[src/common/seg_display_pkg.sv]
//--------------------------------------------------------------------------
// seven-segment display package
// register addresses, scanner config and panel drive types
//--------------------------------------------------------------------------
package seg_display_pkg;

	// eight digits, one per nibble of the 32-bit value
	localparam int NUM_DIGITS = 8;

	// one glyph is 7 segments plus decimal point
	localparam int GLYPH_W = 8;

	// register addresses, used as the host opcodes
	typedef enum logic [1:0] {
		ADDR_VALUE    = 2'd0,
		ADDR_DIGIT_EN = 2'd1,
		ADDR_DP_EN    = 2'd2
	} reg_addr_e;

	// what the scanner needs from the register block
	typedef struct packed {
		// hex value, nibble 7 on the leftmost digit
		logic [31:0]           value;
		// per-digit enable, 1 = lit
		logic [NUM_DIGITS-1:0] digit_en;
		// per-digit decimal point, 1 = on
		logic [NUM_DIGITS-1:0] dp_en;
	} disp_cfg_t;

	// panel pins, both active low
	typedef struct packed {
		// bit 7 dp, bits 6..0 segments g..a
		logic [GLYPH_W-1:0]    seg;
		// one select per digit
		logic [NUM_DIGITS-1:0] sel;
	} seg_drive_t;

endpackage

[src/seg_display/scan_tick.sv]
//--------------------------------------------------------------------------
// scan tick generator
// one-cycle pulse every CLK_FREQ / SCAN_FREQ clocks
//--------------------------------------------------------------------------
module scan_tick #(
	parameter int CLK_FREQ  = 50_000_000,
	parameter int SCAN_FREQ = 1000
) (
	input  logic sys_clk,
	input  logic sys_rst_n,
	output logic scan_tick_pulse
);

	// division ratio, at least 2
	localparam int DIV   = CLK_FREQ / SCAN_FREQ;
	localparam int CNT_W = (DIV > 1) ? $clog2(DIV) : 1;

	logic [CNT_W-1:0] cnt;
	logic             wrap;

	// last count before rollover
	assign wrap = (cnt == CNT_W'(DIV - 1));

	// free running divider, 0 .. DIV-1
	always_ff @(posedge sys_clk) begin
		if (!sys_rst_n) begin
			cnt <= '0;
		end else if (wrap) begin
			cnt <= '0;
		end else begin
			cnt <= cnt + 1'b1;
		end
	end

	// registered pulse, first one DIV cycles after reset release
	always_ff @(posedge sys_clk) begin
		if (!sys_rst_n) begin
			scan_tick_pulse <= 1'b0;
		end else begin
			scan_tick_pulse <= wrap;
		end
	end

endmodule

[src/seg_display/seg_scanner.sv]
//--------------------------------------------------------------------------
// digit scanner for an eight-digit common-anode panel
// steps one digit per tick, looks up the hex glyph, registers the pins
//--------------------------------------------------------------------------
module seg_scanner (
	input  logic                       sys_clk,
	input  logic                       sys_rst_n,
	input  logic                       scan_tick_pulse,
	input  seg_display_pkg::disp_cfg_t cfg,
	output seg_display_pkg::seg_drive_t drive
);

	import seg_display_pkg::*;

	localparam int IDX_W = $clog2(NUM_DIGITS);

	// common-anode hex font, entry n at bits [8n+7:8n]
	// 0 C0, 1 F9, ... E 84, F 8E
	localparam logic [16*GLYPH_W-1:0] FONT = {
		8'h8E, 8'h84, 8'hA1, 8'hA7,
		8'h83, 8'h88, 8'h90, 8'h80,
		8'hF8, 8'h82, 8'h92, 8'h99,
		8'hB0, 8'hA4, 8'hF9, 8'hC0
	};

	// digit shown on the next tick
	logic [IDX_W-1:0]      idx;
	// nibble position for that digit
	logic [IDX_W-1:0]      nib_idx;
	logic [3:0]            nibble;
	logic [GLYPH_W-1:0]    glyph;
	logic [NUM_DIGITS-1:0] one_hot;
	logic                  dp_on;
	seg_drive_t            drive_nxt;

	// digit index, wraps naturally at 8
	always_ff @(posedge sys_clk) begin
		if (!sys_rst_n) begin
			idx <= '0;
		end else if (scan_tick_pulse) begin
			idx <= idx + 1'b1;
		end
	end

	// leftmost digit carries the top nibble
	assign nib_idx = IDX_W'(NUM_DIGITS - 1) - idx;
	assign nibble  = cfg.value[{nib_idx, 2'b00} +: 4];

	// font lookup
	assign glyph = FONT[{nibble, 3'b000} +: GLYPH_W];

	// decimal point for this digit
	assign dp_on = cfg.dp_en[idx];

	// select only the current digit, and only if enabled
	assign one_hot = NUM_DIGITS'(1) << idx;

	always_comb begin
		drive_nxt.seg    = glyph;
		// dp segment is bit 7, active low
		drive_nxt.seg[7] = glyph[7] & ~dp_on;
		drive_nxt.sel    = ~(one_hot & cfg.digit_en);
	end

	// pin register
	// blank after reset, loads only on a tick so config
	// changes never show mid-digit
	always_ff @(posedge sys_clk) begin
		if (!sys_rst_n) begin
			drive <= '1;
		end else if (scan_tick_pulse) begin
			drive <= drive_nxt;
		end
	end

endmodule

[src/hdl/disp_regs.sv]
//--------------------------------------------------------------------------
// display register block
// value, digit enable and decimal point registers with strobed access
//--------------------------------------------------------------------------
module disp_regs (
	input  logic                       sys_clk,
	input  logic                       sys_rst_n,
	input  logic                       reg_wr,
	input  logic                       reg_rd,
	input  seg_display_pkg::reg_addr_e reg_addr,
	input  logic [31:0]                reg_wdata,
	output logic [31:0]                reg_rdata,
	output logic                       rd_vld,
	output seg_display_pkg::disp_cfg_t cfg
);

	import seg_display_pkg::*;

	// all three registers live in one struct
	disp_cfg_t   cfg_q;
	// read mux, old contents when write and read collide
	logic [31:0] rd_mux;

	// register writes
	always_ff @(posedge sys_clk) begin
		if (!sys_rst_n) begin
			// blank value, all digits on, no dp
			cfg_q.value    <= '0;
			cfg_q.digit_en <= '1;
			cfg_q.dp_en    <= '0;
		end else if (reg_wr) begin
			case (reg_addr)
				ADDR_VALUE:    cfg_q.value    <= reg_wdata;
				// mask registers keep the low byte
				ADDR_DIGIT_EN: cfg_q.digit_en <= reg_wdata[NUM_DIGITS-1:0];
				ADDR_DP_EN:    cfg_q.dp_en    <= reg_wdata[NUM_DIGITS-1:0];
				default:       cfg_q          <= cfg_q;
			endcase
		end
	end

	// readback, zero extended
	always_comb begin
		case (reg_addr)
			ADDR_VALUE:    rd_mux = cfg_q.value;
			ADDR_DIGIT_EN: rd_mux = {{(32-NUM_DIGITS){1'b0}}, cfg_q.digit_en};
			ADDR_DP_EN:    rd_mux = {{(32-NUM_DIGITS){1'b0}}, cfg_q.dp_en};
			// unmapped address reads zero
			default:       rd_mux = '0;
		endcase
	end

	// read data, one cycle after the strobe
	always_ff @(posedge sys_clk) begin
		if (reg_rd) begin
			reg_rdata <= rd_mux;
		end
	end

	// valid pulse alongside the data
	always_ff @(posedge sys_clk) begin
		if (!sys_rst_n) begin
			rd_vld <= 1'b0;
		end else begin
			rd_vld <= reg_rd;
		end
	end

	// scanner sees the registers directly
	assign cfg = cfg_q;

endmodule

[src/hdl/seg_display_top.sv]
//--------------------------------------------------------------------------
// seven-segment display controller top
// register block, scan tick and digit scanner
//--------------------------------------------------------------------------
module seg_display_top #(
	parameter int CLK_FREQ  = 50_000_000,
	parameter int SCAN_FREQ = 1000
) (
	input  logic                       sys_clk,
	input  logic                       sys_rst_n,
	input  logic                       reg_wr,
	input  logic                       reg_rd,
	input  seg_display_pkg::reg_addr_e reg_addr,
	input  logic [31:0]                reg_wdata,
	output logic [31:0]                reg_rdata,
	output logic                       rd_vld,
	output logic [7:0]                 seg_out,
	output logic [7:0]                 sel_out
);

	import seg_display_pkg::*;

	disp_cfg_t  cfg;
	seg_drive_t drive;
	logic       scan_tick_pulse;

	// host registers
	disp_regs disp_regs_i (
		.sys_clk   (sys_clk),
		.sys_rst_n (sys_rst_n),
		.reg_wr    (reg_wr),
		.reg_rd    (reg_rd),
		.reg_addr  (reg_addr),
		.reg_wdata (reg_wdata),
		.reg_rdata (reg_rdata),
		.rd_vld    (rd_vld),
		.cfg       (cfg)
	);

	// scan rate divider
	scan_tick #(
		.CLK_FREQ  (CLK_FREQ),
		.SCAN_FREQ (SCAN_FREQ)
	) scan_tick_i (
		.sys_clk         (sys_clk),
		.sys_rst_n       (sys_rst_n),
		.scan_tick_pulse (scan_tick_pulse)
	);

	// digit scan and glyph lookup
	seg_scanner seg_scanner_i (
		.sys_clk         (sys_clk),
		.sys_rst_n       (sys_rst_n),
		.scan_tick_pulse (scan_tick_pulse),
		.cfg             (cfg),
		.drive           (drive)
	);

	// panel pins
	assign seg_out = drive.seg;
	assign sel_out = drive.sel;

endmodule

[config.mk]
export PLATFORM = sky130hd
export DESIGN_NAME = seg_display_top
export DESIGN_NICKNAME = d
export VERILOG_FILES = /design/src/common/seg_display_pkg.sv /design/src/seg_display/scan_tick.sv /design/src/seg_display/seg_scanner.sv /design/src/hdl/disp_regs.sv /design/src/hdl/seg_display_top.sv
export SDC_FILE = /design/constraint.sdc
export NUM_CORES = 1
export LEC_CHECK = 0
export ABC_AREA = 0
export BUFFER_PORTS_ARGS = -buffer_cell sky130_fd_sc_hd__buf_2
export CAP_MARGIN = 0
export CORE_MARGIN = 2
export CORE_UTILIZATION = 40
export CTS_CLUSTER_DIAMETER = 60
export DETAILED_ROUTE_END_ITERATION = 10
export PLACE_DENSITY_LB_ADDON = 0.1
export SKIP_LAST_GASP = 1
export SLEW_MARGIN = 10
export SYNTH_ARGS = -nofsm -noshare
export SYNTH_HDL_FRONTEND = slang
export SYNTH_SLANG_ARGS = --single-unit
[constraint.sdc]
create_clock -name sys_clk -period 5.7 [get_ports sys_clk]
set_input_delay 0.285 -clock sys_clk [delete_from_list [all_inputs] [get_ports sys_clk]]
set_output_delay 0.285 -clock sys_clk [all_outputs]
set_load 0.005 [all_outputs]
======== Yosys cells after proc, flatten, opt, wreduce, memory -nomap -nowiden ========
Cells that the tools add are included.
Widths: inputs -> output; s select.
word-level totals
  bits in registers ....................... 117
  input port bits ......................... 38
  logic and storage cells ................. 33
cells by class
  $add $sub $neg .......................... 3
  multiplexer cells ....................... 3
  magnitude comparators ................... 1
  eq/ne operators ......................... 3
  shift operators ......................... 3
  bitwise logic cells ..................... 5
  reductions and logical operators ........ 5
operators with widths
  kind                      count
  $shiftx 128x8->8 const A  1
  $pmux 32 s3               1
  $shiftx 32x6->4           1
  $add 16x1->16 const B     1
  $eq 16x16->1 const B      1
  $and 8x8->8               1
  $not 8->8                 1
  $shl 1x3->8 const A       1
  $reduce_and 2->1          3
  $lt 3x4->1 const B        1
  $add 3x1->3 const B       1
  $bmux 1 s3                1
  $sub 3x3->3 const A       1
  $eq 2x1->1 const B        1
  $eq 2x2->1 const B        1
  $logic_not 2->1           1
  $not 1->1                 2
  $reduce_or 2->1           1
  $and 1x1->1               1
  $mux 1                    1

======== Longest topological paths before layout ========
Gate-level depths: netlist of run 1.
  depth after elaboration ................. 4
  mapped depth ............................ 9
  gate-level depth less buffers ........... 8

======== Modules after synthesis ========
Synthesis of run 1 repeated with hierarchy kept, for this count alone.
unflattened totals
  cell total of the unflattened synthesis .. 498
  area, all modules ....................... 5,484.0 µm²
by module, submodules not included
  module       cells each  sequential area each (µm²)  times used  area an instance (µm²)
  disp_regs    286         1,941.9                     1           3,291.9
  seg_scanner  131         380.4                       1           1,378.8
  scan_tick    81          340.3                       1           813.3

======== Worst setup path before layout of run 1 ========
No wires, ideal clock.
  path type ............................... reg-to-reg
  from .................................... register seg_scanner_i.idx[0]
  to ...................................... register, netlist name seg_scanner_i.drive[8]
  setup time .............................. 0.124 ns
  clock period less this slack ............ 2.549 ns
  cell stages (with the launch flop) ...... 9
  buffers on the path ..................... 1
  setup slack ............................. 3.151 ns
  arrival time ............................ 2.425 ns
  path through ............................ dfxtp_1 buf_6 mux4_1 mux2i_1 inv_1 ha_1 mux2_2 a221oi_1 o21ai_1
between the ends
  cells in the longest elaborated chain, start to end .. 3
ends and longest elaborated chain
  item                      line               RTL
  start: declaration        seg_scanner.sv:27  logic [IDX_W-1:0] idx;
  start signal: assignment  seg_scanner.sv:41  idx <= idx + 1'b1;
  $sub 3x3->3               seg_scanner.sv:46  assign nib_idx = IDX_W'(NUM_DIGITS - 1) - idx;
  $shiftx 32x6->4           seg_scanner.sv:47  assign nibble = cfg.value[{nib_idx, 2'b00} +: 4];
  $shiftx 128x8->8          seg_scanner.sv:50  assign glyph = FONT[{nibble, 3'b000} +: GLYPH_W];
Every way passes these cells.
A chain may end at the register's enable or synchronous reset.

======== Worst setup path in the final report of run 1 ========
  from .................................... register seg_scanner_i.idx[0]
  to ...................................... register, netlist name seg_scanner_i.drive[8]
between the ends
  cells in the longest elaborated chain, start to end .. 3
ends and longest elaborated chain
  item              line
  $sub 3x3->3       seg_scanner.sv:46
  $shiftx 32x6->4   seg_scanner.sv:47
  $shiftx 128x8->8  seg_scanner.sv:50
Every way passes these cells.

==> results of run 1 <==
==> kinds of logic (layout without fill, tap and decap cells) <==
family	count (synthesis)	in the layout	synth area share
fa+ha+maj	13	13	0.0325
compound gates	69	69	0.0764
buf+inv	38	131	0.0345
xor+xnor	15	15	0.0263
mux	33	33	0.102
flops	117	117	0.533
simple gates	222	222	0.196
==> synth_stat cells, drive strengths merged, types with 9 or more instances <==
| library cell | number |
|---|---|
| inv | 9 |
| dfxtp | 85 |
| nand2 | 118 |
| and2 | 27 |
| nor2 | 42 |
| clkbuf | 18 |
| edfxtp | 32 |
| o21ai | 16 |
| a21oi | 38 |
| nand3 | 17 |
| mux4 | 10 |
| ha | 13 |
| buf | 10 |
| xnor2 | 9 |
| mux2i | 22 |
==> worst paths after layout <==
path | from | end | cells past startpoint
worst min register to register | scan_tick_i.cnt[0]$_SDFF_PP0_ | scan_tick_i.cnt[0]$_SDFF_PP0_ | 1
worst min-delay path | reg_wdata[20] | disp_regs_i.cfg[36]$_SDFFE_PN0P_ | 3
worst max-delay path | seg_scanner_i.idx[0]$_SDFFE_PN0P_ | seg_scanner_i.drive[8]$_SDFFE_PN1P_ | 7
worst max register to register | seg_scanner_i.idx[0]$_SDFFE_PN0P_ | seg_scanner_i.drive[8]$_SDFFE_PN1P_ | 7
==> layout make-up <==
type	count	area share
clock buffer	21	0.0758
clock inverter	11	0.0177
inverter	10	0.00616
timing repair buffer	89	0.0743
tap	168	0.0345
multi-input combinational	352	0.355
sequential	117	0.437
==> flip-flops by register name, summed over array words and instances, names as in the netlist <==
signal / cells
disp_regs_i.rd_vld: 1
scan_tick_i.scan_tick_pulse: 1
disp_regs_i.cfg: 48
disp_regs_i.reg_rdata: 32
seg_scanner_i.idx: 3
scan_tick_i.cnt: 16
seg_scanner_i.drive: 16
==> metal layers <==
metal | vias up | GRT usage | share of wire
met5 | - | 0 | 0
met4 | 0 | 0.0810 | 0.0089
met3 | 9 | 0.0502 | 0.047
met2 | 86 | 0.282 | 0.47
met1 | 1760 | 0.253 | 0.48
li1 | 1899 | - | -
==> metrics by stage <==
step | utilization | setup WS, ns | cells | area (um2)
6_report | 0.503 | 2.71 | 768 | 6090
5_1_grt | 0.503 | 2.47 | 768 | 6090
4_1_cts | 0.503 | 2.69 | 768 | 6090
3_5_place_dp | 0.456 | 2.69 | 736 | 5530
3_3_place_gp | 0.456 | 2.79 | 736 | 5530
2_1_floorplan | - | 3.15 | 507 | 5000
==> power breakdown <==
part | switching (mW) | total (mW) | internal (mW)
logic | 0.0583 | 0.0980 | 0.0397
clock network | 0.360 | 1.02 | 0.660
registers | 0.0158 | 0.897 | 0.881
total | 0.434 | 2.02 | 1.58
==> worst max-delay path, stage by stage (launching register included) <==
cell      delay [ns]
dfxtp_1         0.74
mux4_1          0.63
mux2i_1         0.43
inv_1           0.16
ha_1            0.27
mux2_2          0.27
a221oi_1        0.26
o21ai_1         0.10
==> out/summary.txt, run 1 <==
Outcome = finished, final reports clean
Power Total = 2.02 mW
Core Footprint = 12,100 um2
Clk buf depth = 2
CTS Root Cell = clkbuf_16
Net Count, Synth = 558
Synth area leaders = dfxtp_1, edfxtp_1, nand2_1, mux2i_1, a21oi_1
IO Count = 87
Antenna Cells = 0
Die Ht = 116 um
Final HPWL DP = 8.20 mm
Most frequent cells in the layout = nand2_1, buf_2, dfxtp_1, nor2_1, a21oi_1
Post-CTS setup buffers = 0
Final Wtd Congestion = 0.798
R2r setup slk = 2.71 ns
GRT Total Usage = 0.187
Hold-fix buffers, CTS = 0
Min Tclk post-route = 2.99 ns
Peak supply drop = 0.178 mV
Commonest non-fill, non-tap cell in the layout = nand2_1
Die X-Extent = 116 um
Rows = 40
Worst-path fanout max = 14
Clock insertion delay at the later pin of the skew report = 0.41 ns
Share of post-route cells with drive strength above 1 = 0.203
Worst Path Arrival = 3.28 ns
Synth Warn # = 0
Largest area contributor in the netlist = dfxtp_1
First-pass GRT wire length = 18.8 mm
Vias in the first global route = 3,727
Pre-Repair DR Iteration Count = 4
Total gr overflow = 0
#FFs+latches synth = 117
Fin. max-slew vios = 0
Class of the worst hold path = input pin to flop
Post-route ant nets = 0
Num CTS Buffers = 17
Netlist cell types = 43
Worst-margin pin slew = 1.05 ns
Hold WS = 0.109 ns
Port Buf Inserts = 86
Top_reg_cell synth = dfxtp_1
Worst Setup Start Kind = flop
Number of synthesized flops with an enable pin = 32
Number of setup violations in the final report = 0
Final setup TNS = 0 ns
Post-CTS sizing = 0
CTS clk-pin slew, worst paths = 0.05 ns
CTS H-tree lvls = 4
Largest net degree at the start of global routing = 41
Ys async rst share = 0
Synthesized area per cell = 9.86 um2
Starting Density = 0.413
Fmax = 0.334 GHz
Skew final = 0.00883 ns
Clk sinks = 117
Fill count = 1,198
Antenna violations before repair = 0
Starting DRT DRC Count = 171
Post-synthesis sequential area ratio = 0.533
Final Cycle Share = 0.525
Final #Nets = 638
Reg area = 2660 um2
Leak = 2.49 nW
Post-synth top area share = 0.341
MaxCap Viol Count = 0
Post-synthesis cell count = 507
CP endpoint kind = flop
DRC errors left = 0
RSZ-0062 raised after global routing = no
Post-Route WL = 11.5 mm
Rel. slew slack = 0.297
TritonCTS clock tree = yes
Die footprint = 13,400 um2
Synthesized cell area = 5000 um2
Kind of critical path = flop to flop
Pwr dens = 331 nW/um2
Final Hold Viols = 0
WL per Instance = 15.0 um
Multi-input logic area = 2160 um2
CP Data Required Time = 5.99 ns
Via/cell ratio = 4.89
P&R area growth vs syn = 22.0%
Vias = 3,754
Power figures use the tool's default switching activity.
==> inputs of run 2 (changes only) <==
==> constraint.sdc (replaced) <==
create_clock -name sys_clk -period 3.04 [get_ports sys_clk]
set_input_delay 0.152 -clock sys_clk [delete_from_list [all_inputs] [get_ports sys_clk]]
set_output_delay 0.152 -clock sys_clk [all_outputs]
set_load 0.005 [all_outputs]
==> out/summary.txt, run 2 (synthesized netlist as in run 1, its figures left out) <==
Fin area = 6370 um2
Class of the worst hold path = input pin to flop
Vias = 3,963
Starting DRT DRC Count = 222
Post-Place Cells = 740
TritonCTS clock tree = yes
FF-to-FF End = seg_scanner_i.drive[8]$_SDFFE_PN1P_
Skew final = 0.0113 ns
Final #Nets = 670
Die Ht = 116 um
Layout Utilization = 0.526
Clk sinks = 117
IO Count = 87
Pwr dens = 579 nW/um2
Number of setup violations in the final report = 0
Worst-margin pin slew = 1.08 ns
Pre-Repair DR Iteration Count = 4
Number of flip-flops in the largest register = 48
Core Footprint = 12,100 um2
Worst Setup Start Kind = flop
Kind of critical path = flop to flop
Leak = 2.62 nW
Area of placed instances = 5560 um2
Final Cycle Share = 0.842
Post-route insts no fill = 800
Most frequent cells in the layout = nand2_1, buf_2, dfxtp_1, nor2_1, a21oi_1
Commonest non-fill, non-tap cell in the layout = nand2_1
GRT met1 Usage = 0.250
Pre-CTS setup slack = 0.522 ns
CP Data Required Time = 3.32 ns
P&R area growth vs syn = 27.5%
Starting Density = 0.413
R2r setup slk = 0.48 ns
Die footprint = 13,400 um2
First-pass GRT wire length = 19.1 mm
Total gr overflow = 0
Antenna violations before repair = 0
Antenna Cells = 0
Hold Crit Depth = 3
Final HPWL DP = 8.34 mm
Flop pwr share = 0.455
Largest net degree at the start of global routing = 34
Fin. max-slew vios = 0
Comb pwr share = 0.058
Min-delay src = reg_wdata[1]
Rel. slew slack = 0.280
Hold endpoint = disp_regs_i.cfg[17]$_SDFFE_PN0P_
Reg2reg start = seg_scanner_i.idx[0]$_SDFFE_PN0P_
Rows = 40
WL per Instance = 14.8 um
CTS H-tree lvls = 4
CTS Root Cell = clkbuf_16
Via/cell ratio = 4.95
Clock insertion delay at the later pin of the skew report = 0.41 ns
Die X-Extent = 116 um
Internal power = 2.90 mW
Peak supply drop = 0.333 mV
Outcome = finished, final reports clean
Post-CTS setup buffers = 0
GR peak layer = met2
GR Util met3 = 0.0617
RSZ-0062 raised after global routing = no
Num CTS Buffers = 17
CTS clk-pin slew, worst paths = 0.05 ns
Final setup TNS = 0 ns
Fmax = 0.391 GHz
MaxCap Viol Count = 0
Clock power frac = 0.487
CP endpoint kind = flop
Worst Path Arrival = 2.84 ns
Sw frac = 0.215
Psw = 795 uW
Vias in the first global route = 3,829
Worst r2r path cells = 7
Post-Route WL = 11.8 mm
Final Wtd Congestion = 0.778
DRC errors left = 0
GRT Total Usage = 0.189
Share of post-route cells with drive strength above 1 = 0.196
Min Tclk post-route = 2.56 ns
Clk buf depth = 2
Power Total = 3.69 mW
Worst setup margin = 0.481 ns
Final Hold Viols = 0
Post-route ant nets = 0
Hold WS = 0.0196 ns
Met2 Use GR = 0.285
Worst-path fanout max = 9
Port Buf Inserts = 86
[run 2: cell count changes in the layout (fill, tap and decap cells not counted)]
cell,previous run,this run
clkbuf_8,0,3
bufinv_16,2,0
clkinv_2,5,4
buf_4,3,7
clkinv_1,3,1
clkinvlp_4,2,0
clkbuf_1,3,7
dlygate4sd3_1,0,28
[run 2: how the worst max path moves through the flow]
stage                                               end                               from  slack, ns
finish              seg_scanner_i.drive[8]$_SDFFE_PN1P_  seg_scanner_i.idx[0]$_SDFFE_PN0P_       0.48
global route        seg_scanner_i.drive[8]$_SDFFE_PN1P_  seg_scanner_i.idx[0]$_SDFFE_PN0P_       0.33
CTS                 seg_scanner_i.drive[8]$_SDFFE_PN1P_  seg_scanner_i.idx[0]$_SDFFE_PN0P_       0.49
detailed placement  seg_scanner_i.drive[8]$_SDFFE_PN1P_  seg_scanner_i.idx[0]$_SDFFE_PN0P_       0.52
global placement    seg_scanner_i.drive[8]$_SDFFE_PN1P_  seg_scanner_i.idx[0]$_SDFFE_PN0P_       0.61
floorplan           seg_scanner_i.drive[8]$_SDFFE_PN1P_  seg_scanner_i.idx[0]$_SDFFE_PN0P_       0.49
[run 2: area by class of cell]
class / instances / area (um2)
flip-flops and latches: 117 / 2660
clock inverters: 4 / 20.0
inverters: 10 / 37.5
repair buffers: 121 / 763
clock buffers: 28 / 518
well taps: 168 / 210
multi-input cells: 352 / 2160
fillers: 1170 / 5740
[run 2: layer usage]
metal | wire, um | part of all wire
met4 | 208 | 0.018
met5 | 0 | 0
met3 | 609 | 0.052
met2 | 5470 | 0.46
met1 | 5520 | 0.47
[run 2: timing repair]
item                                   CTS  global route
resized for setup                        0             0
hold buffers                            28             0
endpoints found under the hold margin   31             0
[run 2: power by group through the flow]
stage / clock [mW] / combinational, mW / sequential, mW
after global placement: 0 / 0.185 / 1.71
after global routing: 1.89 / 0.239 / 1.69
after detailed placement: 0 / 0.188 / 1.71
after CTS: 1.83 / 0.216 / 1.68
final: 1.80 / 0.214 / 1.68
after floorplan: 0 / 0.103 / 1.70
[run 2: critical path, stage by stage, from the launching register on]
cell and delay (ns):
dfxtp_1 0.60, mux4_1 0.62, mux2i_1 0.20, inv_1 0.11, ha_1 0.26, mux2_2 0.27, a221oi_1 0.27, o21ai_1 0.11
